### config.mk
export PLATFORM = sky130hd
export DESIGN_NAME = iagc_top
export DESIGN_NICKNAME = d
export VERILOG_FILES = /design/src/iagc_pkg.sv /design/src/sample_memory.sv /design/src/iagc_controller.sv /design/src/dump_serializer.sv /design/src/iagc_top.sv
export SDC_FILE = /design/constraint.sdc
export NUM_CORES = 2
export LEC_CHECK = 0
export BUFFER_PORTS_ARGS = -buffer_cell sky130_fd_sc_hd__clkbuf_2
export CAP_MARGIN = 40
export CORE_MARGIN = 2
export CORE_UTILIZATION = 42
export CTS_CLUSTER_DIAMETER = 40
export DETAILED_ROUTE_END_ITERATION = 8
export MAX_ROUTING_LAYER = met4
export PLACE_DENSITY = 0.67
export SYNTH_ARGS = -nofsm -noshare
export SYNTH_HDL_FRONTEND = slang
export SYNTH_SLANG_ARGS = --single-unit
### constraint.sdc
create_clock -name i_clock -period 8 [get_ports i_clock]
set_clock_uncertainty 0.05 [all_clocks]
set_input_delay 2.4 -clock i_clock [delete_from_list [all_inputs] [get_ports i_clock]]
set_output_delay 2.4 -clock i_clock [all_outputs]
set_load 0.005 [all_outputs]
### src/iagc_pkg.sv
package iagc_pkg;

    // ============================================================
    // Sizes
    // ============================================================

    localparam int NUM_CHANNELS    = 4;
    localparam int DATA_SIZE       = 16;
    localparam int ADDR_SIZE       = 6;
    localparam int DEF_MEMORY_SIZE = 64;

    // One extra bit so that a full-depth run of 64 can be stored.
    localparam int SIZE_W          = ADDR_SIZE + 1;
    localparam int CH_W            = $clog2(NUM_CHANNELS);

    // ============================================================
    // State and opcode encodings
    // ============================================================

    // Value 5 is left unused.
    typedef enum logic [3:0] {
        RESET     = 4'd0,
        INIT      = 4'd1,
        IDLE      = 4'd2,
        SAMPLE    = 4'd3,
        CMD_PARSE = 4'd4,
        CMD_ERROR = 4'd6,
        DUMP_MEM  = 4'd7,
        CLEAN_MEM = 4'd8
    } iagc_status_e;

    // Codes 0, 5, 6 and 7 are rejected by the controller.
    typedef enum logic [2:0] {
        OP_SAMPLE  = 3'd1,
        OP_DUMP    = 3'd2,
        OP_CLEAN   = 3'd3,
        OP_SET_MEM = 3'd4
    } iagc_opcode_e;

    typedef enum logic [1:0] {
        DS_IDLE = 2'd0,
        DS_READ = 2'd1,
        DS_SEND = 2'd2,
        DS_DONE = 2'd3
    } dump_state_e;

    // ============================================================
    // Stream payloads
    // ============================================================

    // The opcode field is raw so that invalid codes can reach the parser.
    typedef struct packed {
        logic [2:0]        opcode;
        logic [SIZE_W-1:0] param;
    } iagc_cmd_t;

    typedef struct packed {
        logic [NUM_CHANNELS-1:0][DATA_SIZE-1:0] sample;
    } sample_frame_t;

    typedef struct packed {
        logic [CH_W-1:0]      channel;
        logic [ADDR_SIZE-1:0] addr;
        logic [DATA_SIZE-1:0] data;
    } dump_word_t;

endpackage

### src/sample_memory.sv
`timescale 1ns/1ps

module sample_memory (
    input  logic                            i_clock,
    input  logic                            i_rst_n,
    input  iagc_pkg::iagc_status_e          i_status,
    input  logic                            i_wr_en,
    input  logic [iagc_pkg::ADDR_SIZE-1:0]  i_waddr,
    input  logic [iagc_pkg::DATA_SIZE-1:0]  i_wdata,
    input  logic                            i_rd_en,
    input  logic [iagc_pkg::ADDR_SIZE-1:0]  i_raddr,
    input  logic [iagc_pkg::SIZE_W-1:0]     i_max_addr,
    output logic                            o_clean_end,
    output logic [iagc_pkg::DATA_SIZE-1:0]  o_rdata
);
    import iagc_pkg::*;

    logic [DATA_SIZE-1:0] mem [DEF_MEMORY_SIZE];

    // The clean counter holds the last address already zeroed.
    logic [ADDR_SIZE-1:0] clean_addr;
    logic [ADDR_SIZE-1:0] clean_waddr;
    logic [SIZE_W-1:0]    clean_last;
    logic                 clean_first;
    logic                 clean_active;

    // Nothing has been zeroed yet on the first cycle, so start at address 0.
    assign clean_waddr  = clean_first ? '0 : clean_addr + 1'b1;
    assign clean_last   = i_max_addr - 1'b1;
    assign clean_active = (i_status == CLEAN_MEM) && !o_clean_end;

    // ============================================================
    // Storage
    // ============================================================

    always_ff @(posedge i_clock) begin
        if (i_wr_en) begin
            mem[i_waddr] <= i_wdata;
        end else if (clean_active) begin
            mem[clean_waddr] <= '0;
        end

        if (i_rd_en) begin
            o_rdata <= mem[i_raddr];
        end
    end

    // ============================================================
    // Clean sequence
    // ============================================================

    always_ff @(posedge i_clock) begin
        if (!i_rst_n) begin
            clean_addr  <= '0;
            clean_first <= 1'b1;
            o_clean_end <= 1'b0;
        end else if (i_status == CLEAN_MEM) begin
            if (!o_clean_end) begin
                clean_addr  <= clean_waddr;
                clean_first <= 1'b0;
                o_clean_end <= (clean_waddr == clean_last[ADDR_SIZE-1:0]);
            end
        end else begin
            clean_addr  <= '0;
            clean_first <= 1'b1;
            o_clean_end <= 1'b0;
        end
    end

    // A sample write would collide with the clean port on the shared array.
    a_no_write_in_clean: assert property (
        @(posedge i_clock) disable iff (!i_rst_n)
        (i_status == CLEAN_MEM) |-> !i_wr_en
    ) else $error("sample write during CLEAN_MEM at address %0d", i_waddr);

endmodule

### src/iagc_controller.sv
`timescale 1ns/1ps

module iagc_controller (
    input  logic                            i_clock,
    input  logic                            i_rst_n,
    input  iagc_pkg::iagc_cmd_t             i_cmd,
    input  logic                            i_cmd_valid,
    output logic                            o_cmd_ready,
    input  iagc_pkg::sample_frame_t         i_frame,
    input  logic                            i_frame_valid,
    output logic                            o_frame_ready,
    input  logic                            i_clean_end,
    input  logic                            i_dump_done,
    output iagc_pkg::iagc_status_e          o_status,
    output logic                            o_cmd_error,
    output logic                            o_wr_en,
    output logic [iagc_pkg::ADDR_SIZE-1:0]  o_waddr,
    output iagc_pkg::sample_frame_t         o_wdata,
    output logic [iagc_pkg::SIZE_W-1:0]     o_max_addr,
    output logic                            o_dump_start
);
    import iagc_pkg::*;

    iagc_status_e         state;
    iagc_status_e         state_next;
    iagc_cmd_t            cmd_q;
    logic [SIZE_W-1:0]    run_size;
    logic [SIZE_W-1:0]    run_last;
    logic [ADDR_SIZE-1:0] wr_cnt;
    logic                 cmd_accept;
    logic                 frame_accept;
    logic                 size_ok;
    logic                 last_frame;

    assign o_cmd_ready   = (state == IDLE);
    assign o_frame_ready = (state == SAMPLE);
    assign cmd_accept    = o_cmd_ready && i_cmd_valid;
    assign frame_accept  = o_frame_ready && i_frame_valid;

    // A run size must be between 1 and the full memory depth.
    assign size_ok    = (cmd_q.param != '0) && (cmd_q.param <= SIZE_W'(DEF_MEMORY_SIZE));
    assign run_last   = run_size - 1'b1;
    assign last_frame = ({1'b0, wr_cnt} == run_last);

    assign o_status    = state;
    assign o_cmd_error = (state == CMD_ERROR);
    assign o_wr_en     = frame_accept;
    assign o_waddr     = wr_cnt;
    assign o_wdata     = i_frame;
    assign o_max_addr  = run_size;

    // ============================================================
    // Status state machine
    // ============================================================

    always_comb begin
        state_next = state;
        case (state)
            RESET: begin
                state_next = INIT;
            end
            INIT: begin
                state_next = CLEAN_MEM;
            end
            IDLE: begin
                if (cmd_accept) begin
                    state_next = CMD_PARSE;
                end
            end
            CMD_PARSE: begin
                case (cmd_q.opcode)
                    OP_SAMPLE:  state_next = SAMPLE;
                    OP_DUMP:    state_next = DUMP_MEM;
                    OP_CLEAN:   state_next = CLEAN_MEM;
                    OP_SET_MEM: state_next = size_ok ? IDLE : CMD_ERROR;
                    default:    state_next = CMD_ERROR;
                endcase
            end
            SAMPLE: begin
                if (frame_accept && last_frame) begin
                    state_next = IDLE;
                end
            end
            CMD_ERROR: begin
                state_next = IDLE;
            end
            DUMP_MEM: begin
                if (i_dump_done) begin
                    state_next = IDLE;
                end
            end
            CLEAN_MEM: begin
                if (i_clean_end) begin
                    state_next = IDLE;
                end
            end
            default: begin
                state_next = RESET;
            end
        endcase
    end

    always_ff @(posedge i_clock) begin
        if (!i_rst_n) begin
            state        <= RESET;
            run_size     <= '0;
            wr_cnt       <= '0;
            o_dump_start <= 1'b0;
        end else begin
            state        <= state_next;
            // High on the first DUMP_MEM cycle only.
            o_dump_start <= (state == CMD_PARSE) && (state_next == DUMP_MEM);

            if (state == INIT) begin
                run_size <= SIZE_W'(DEF_MEMORY_SIZE);
            end else if ((state == CMD_PARSE) && (cmd_q.opcode == OP_SET_MEM) && size_ok) begin
                run_size <= cmd_q.param;
            end

            if (state == CMD_PARSE) begin
                wr_cnt <= '0;
            end else if (frame_accept) begin
                wr_cnt <= wr_cnt + 1'b1;
            end
        end
    end

    // Command register, loaded on the accepting edge and parsed next cycle.
    always_ff @(posedge i_clock) begin
        if (cmd_accept) begin
            cmd_q <= i_cmd;
        end
    end

    // While frames are offered the write address stays inside the run.
    a_frame_ready_in_run: assert property (
        @(posedge i_clock) disable iff (!i_rst_n)
        o_frame_ready |-> ({1'b0, wr_cnt} < run_size)
    ) else $error("frame ready at address %0d past run size %0d", wr_cnt, run_size);

endmodule

### src/dump_serializer.sv
`timescale 1ns/1ps

module dump_serializer (
    input  logic                                                    i_clock,
    input  logic                                                    i_rst_n,
    input  logic                                                    i_dump_start,
    input  logic [iagc_pkg::SIZE_W-1:0]                             i_max_addr,
    output logic                                                    o_rd_en,
    output logic [iagc_pkg::ADDR_SIZE-1:0]                          o_raddr,
    input  logic [iagc_pkg::NUM_CHANNELS-1:0][iagc_pkg::DATA_SIZE-1:0] i_rdata,
    output iagc_pkg::dump_word_t                                    o_dump,
    output logic                                                    o_dump_valid,
    input  logic                                                    i_dump_ready,
    output logic                                                    o_dump_done
);
    import iagc_pkg::*;

    dump_state_e          state;
    logic [ADDR_SIZE-1:0] addr;
    logic [CH_W-1:0]      ch;
    logic [SIZE_W-1:0]    last_full;
    logic                 last_addr;
    logic                 last_ch;
    logic                 word_taken;

    assign last_full  = i_max_addr - 1'b1;
    assign last_addr  = (addr == last_full[ADDR_SIZE-1:0]);
    assign last_ch    = (ch == CH_W'(NUM_CHANNELS - 1));
    assign word_taken = o_dump_valid && i_dump_ready;

    assign o_rd_en      = (state == DS_READ);
    assign o_raddr      = addr;
    assign o_dump_valid = (state == DS_SEND);
    assign o_dump_done  = (state == DS_DONE);

    // The memories keep their read register until the next read, so the
    // row stays put while the channels are sent.
    always_comb begin
        o_dump.channel = ch;
        o_dump.addr    = addr;
        o_dump.data    = i_rdata[ch];
    end

    // ============================================================
    // Read and send sequence
    // ============================================================

    always_ff @(posedge i_clock) begin
        if (!i_rst_n) begin
            state <= DS_IDLE;
            addr  <= '0;
            ch    <= '0;
        end else begin
            case (state)
                DS_IDLE: begin
                    if (i_dump_start) begin
                        addr  <= '0;
                        ch    <= '0;
                        state <= DS_READ;
                    end
                end
                DS_READ: begin
                    state <= DS_SEND;
                end
                DS_SEND: begin
                    if (word_taken) begin
                        if (last_ch) begin
                            ch <= '0;
                            if (last_addr) begin
                                state <= DS_DONE;
                            end else begin
                                addr  <= addr + 1'b1;
                                state <= DS_READ;
                            end
                        end else begin
                            ch <= ch + 1'b1;
                        end
                    end
                end
                default: begin
                    state <= DS_IDLE;
                end
            endcase
        end
    end

    a_hold_under_backpressure: assert property (
        @(posedge i_clock) disable iff (!i_rst_n)
        (o_dump_valid && !i_dump_ready) |=> (o_dump_valid && $stable(o_dump))
    ) else $error("dump word changed while stalled");

endmodule

### src/iagc_top.sv
`timescale 1ns/1ps

module iagc_top (
    input  logic                       i_clock,
    input  logic                       i_rst_n,
    input  iagc_pkg::iagc_cmd_t        i_cmd,
    input  logic                       i_cmd_valid,
    output logic                       o_cmd_ready,
    input  iagc_pkg::sample_frame_t    i_frame,
    input  logic                       i_frame_valid,
    output logic                       o_frame_ready,
    output iagc_pkg::dump_word_t       o_dump,
    output logic                       o_dump_valid,
    input  logic                       i_dump_ready,
    output iagc_pkg::iagc_status_e     o_status,
    output logic                       o_cmd_error
);
    import iagc_pkg::*;

    logic                                   wr_en;
    logic [ADDR_SIZE-1:0]                   waddr;
    sample_frame_t                          wdata;
    logic [SIZE_W-1:0]                      max_addr;
    logic                                   dump_start;
    logic                                   dump_done;
    logic                                   rd_en;
    logic [ADDR_SIZE-1:0]                   raddr;
    logic [NUM_CHANNELS-1:0][DATA_SIZE-1:0] rdata;
    logic [NUM_CHANNELS-1:0]                clean_end_ch;
    logic                                   clean_end_all;

    // The clean is finished only when every channel reports its end.
    assign clean_end_all = &clean_end_ch;

    iagc_controller u_controller (
        .i_clock       (i_clock),
        .i_rst_n       (i_rst_n),
        .i_cmd         (i_cmd),
        .i_cmd_valid   (i_cmd_valid),
        .o_cmd_ready   (o_cmd_ready),
        .i_frame       (i_frame),
        .i_frame_valid (i_frame_valid),
        .o_frame_ready (o_frame_ready),
        .i_clean_end   (clean_end_all),
        .i_dump_done   (dump_done),
        .o_status      (o_status),
        .o_cmd_error   (o_cmd_error),
        .o_wr_en       (wr_en),
        .o_waddr       (waddr),
        .o_wdata       (wdata),
        .o_max_addr    (max_addr),
        .o_dump_start  (dump_start)
    );

    // ============================================================
    // Channel memories
    // ============================================================

    for (genvar g = 0; g < NUM_CHANNELS; g++) begin : g_channel
        sample_memory u_memory (
            .i_clock     (i_clock),
            .i_rst_n     (i_rst_n),
            .i_status    (o_status),
            .i_wr_en     (wr_en),
            .i_waddr     (waddr),
            .i_wdata     (wdata.sample[g]),
            .i_rd_en     (rd_en),
            .i_raddr     (raddr),
            .i_max_addr  (max_addr),
            .o_clean_end (clean_end_ch[g]),
            .o_rdata     (rdata[g])
        );
    end

    dump_serializer u_serializer (
        .i_clock      (i_clock),
        .i_rst_n      (i_rst_n),
        .i_dump_start (dump_start),
        .i_max_addr   (max_addr),
        .o_rd_en      (rd_en),
        .o_raddr      (raddr),
        .i_rdata      (rdata),
        .o_dump       (o_dump),
        .o_dump_valid (o_dump_valid),
        .i_dump_ready (i_dump_ready),
        .o_dump_done  (dump_done)
    );

endmodule

==> out/metrics.cfg <==
[status]
status=completed

[die]
die-area_mm2=0.397
die_w_um=630
core_area_mm2=0.390
rows=229
io_pins=111
initial_utilization_pct=42.3
die_h_um=630

[routing]
finalWirelength_mm=439
drt_first_iter_violations=12500
ant_nets=0
num_vias=82700
firstDrtPassIters=6
post-route-drc-count=0
via_per_inst=6.03
wl_per_cell_um=32.0

[timing]
tns_ps=0
min_period_over_period_pct=66.3
slew_violations=0
layout_min_cycle_time_ps=5300
rsz0062_at_grt=false
slew_headroom_pct=23.3
worstMarginPinSlew_ps=1150
fmax_mhz=189
setup_slack_ps=2700
finalSetupViolations=0
hold_violations=0

[yosys]
syn_avg_cell_area_um2=21.9
synthTopCellsByCount=edfxtp_1 (4,170), mux4_2 (1,060), nor2_1 (305), mux2i_1 (303), buf_2 (190)
syn_inst=7525
syn_area_mm2=0.165
synth_nets=7612
yosysUniqueCellTypes=69
synth_area_leader_cell=edfxtp_1
ys.flop_type=edfxtp_1
synth_most_common_cell=edfxtp_1
ys_seq_elements=4230
yosys-top-cells-area=edfxtp_1 (76%), mux4_2 (14%), mux2i_1 (1.8%)
netlist.area_leader.share_pct=76.0
synth_edf_count=4170
async_flop_share_pct=0
synth-seq-area-share_pct=76.8
synth-warning-count=0

[cells_and_area]
fill_cells=30800
multiInputGateArea_mm2=0.0367
final_nets=8197
drive_above_1_share_pct=30.8
regArea_mm2=0.126
areaGrowthSynthToFinish_pct=15.3

[clocking]
htree_num_levels=5
cts_max_path_buffers=4
cts_hold_buf=0
cts_tree=built
clk_latency_ps=970
path_clk_slew_ps=60
clock_sinks=4230
clockRootBuffer=clkbuf_16
ctsResizeCount=0
cts_inserted_buffers=465
post_cts_buffers=0

[power]
intPower_w=0.0380
p_switching_w=0.0101
power.share.sequential_pct=51.6
p_clk_share_pct=45.7
power_density_mw_per_mm2=253
combPwrFrac_pct=2.6
ir_drop_mv=0.272
switching_share_pct=21.0
p_leak_nw=57.5

[critical_path]
worstPathMaxFanout=102
worstPathArrival_ps=2850
critPathCaptureType=primary output
crit_path_start_kind=flip-flop
cp.required_ps=5550
crit_type=reg2out

[placed_design]
dp_hpwl_mm=268
io_buffers=110
gp_congestion=0.937
dp_slack_ps=2200

[hold_path]
hold_class=reg2reg

[global_routing]
grt_start_max_net_pins=129
grt_pass1_vias=81800
antenna_found_initial=21
gr-total-overflow=0
grt_util_all_layers_pct=22.5
grt_pass1_wl_mm=621

[run]
cap_violations=0

area by class of cell:
cell class | count | area share [%]
antenna | 14 | 0.0184
clock buffer | 527 | 6.36
clock inverter | 338 | 2.03
inverter | 23 | 0.0487
multi-input combinational | 2846 | 19.3
sequential | 4230 | 66.6
tap | 5197 | 3.42
timing repair buffer | 544 | 2.25
logic make-up (layout without fill, tap and decap cells):
kind of cell | after synthesis | count (layout) | share of synthesized area, %
compound gates | 538 | 538 | 2.40
xor+xnor | 49 | 49 | 0.278
fa+ha+maj | 8 | 8 | 0.0608
buf+inv | 449 | 1432 | 1.26
flops | 4230 | 4230 | 76.8
mux | 1451 | 1451 | 16.9
other cells | 0 | 14 | 0
simple gates | 800 | 800 | 2.30
final timing paths:
| path | slack (ps) | end | cells past startpoint | startpoint |
|---|---|---|---|---|
| worst min register to register | 410 | g_channel[0].u_memory.clean_addr[5]$_SDFFE_PN0N_ | 2 | g_channel[0].u_memory.clean_addr[5]$_SDFFE_PN0N_ |
| worst min-delay path | 410 | g_channel[0].u_memory.clean_addr[5]$_SDFFE_PN0N_ | 2 | g_channel[0].u_memory.clean_addr[5]$_SDFFE_PN0N_ |
| worst max-delay path | 2700 | o_dump[17] | 2 | u_serializer.o_raddr[1]$_SDFFE_PN0P_ |
| worst max register to register | 3320 | g_channel[3].u_memory.mem[41][5]$_DFFE_PP_ | 7 | u_controller.o_status[3]$_SDFF_PN0_ |
placed cells by master, fill, tap and decap left out, drive strengths merged, types with 9 or more instances in the layout:
| master | Yosys | final |
|---|---|---|
| mux4 | 1060 | 1060 |
| o22ai | 47 | 47 |
| a31oi | 21 | 21 |
| o221ai | 29 | 29 |
| and2 | 73 | 73 |
| bufinv | 0 | 64 |
| clkbuf | 157 | 637 |
| dfxtp | 60 | 60 |
| edfxtp | 4170 | 4170 |
| nor2b | 23 | 23 |
| clkinv | 6 | 177 |
| nand3 | 73 | 73 |
| a2bb2oi | 9 | 9 |
| nand4 | 26 | 26 |
| inv | 17 | 70 |
| o21ai | 33 | 33 |
| or3 | 21 | 21 |
| a22oi | 77 | 77 |
| mux2i | 303 | 303 |
| diode | 0 | 14 |
| buf | 269 | 434 |
| a21oi | 85 | 85 |
| mux2 | 88 | 88 |
| xor2 | 16 | 16 |
| o32ai | 13 | 13 |
| nor3b | 12 | 12 |
| nand2 | 150 | 150 |
| a211o | 11 | 11 |
| nor3 | 71 | 71 |
| nand2b | 10 | 10 |
| or4 | 10 | 10 |
| o31ai | 13 | 13 |
| xnor2 | 31 | 31 |
| a221oi | 56 | 56 |
| a22o | 47 | 47 |
| nor2 | 305 | 305 |
| o211ai | 49 | 49 |
| clkinvlp | 0 | 50 |
per-layer routing:
metal / GRT usage (%) / up-vias / share of wire [%]
met5: - / - / 0
met4: 9.54 / 0 / 4.9
met3: 3.98 / 904 / 10
met2: 34.7 / 5168 / 48
met1: 29.6 / 43600 / 37
li1: - / 33100 / -
power groups by stage:
| stage | Sequential (W) | Clock, W | Combinational (W) |
|---|---|---|---|
| after floorplan | 0.0253 | 0 | 0.000519 |
| after global placement | 0.0253 | 0 | 0.00121 |
| after detailed placement | 0.0253 | 0 | 0.00128 |
| after CTS | 0.0248 | 0.0222 | 0.00128 |
| after global routing | 0.0248 | 0.0230 | 0.00134 |
| final | 0.0248 | 0.0220 | 0.00127 |
through the flow:
step	hold WS [ps]	instance area, um2	std cells	power, W	utilization, %
global placement	397	173000	12800	0.0265	44.5
detailed placement	405	174000	12800	0.0266	44.6
CTS	413	190000	13700	0.0483	48.7
global route	431	190000	13700	0.0492	48.7
finish	411	190000	13700	0.0481	48.7
floorplan	387	165000	7525	0.0258	-
state kept, by name, summed over array words and instances, names as in the netlist:
| signal | cells |
|---|---|
| g_channel.u_memory.o_clean_end | 4 |
| g_channel.u_memory.o_rdata | 64 |
| u_controller.o_dump_start | 1 |
| u_controller.o_status | 4 |
| u_controller.o_waddr | 6 |
| g_channel.u_memory.clean_first | 4 |
| u_controller.o_max_addr | 7 |
| u_serializer.state | 2 |
| g_channel.u_memory.mem | 4096 |
| u_serializer.ch | 2 |
| g_channel.u_memory.clean_addr | 24 |
| u_serializer.o_raddr | 6 |
| u_controller.cmd_q | 10 |
critical path, cell delays in order (launching register included):
cell and delay, ps:
dfxtp_4 920, buf_12 580, clkbuf_2 230
No activity file was read; power rests on OpenSTA's default activity.
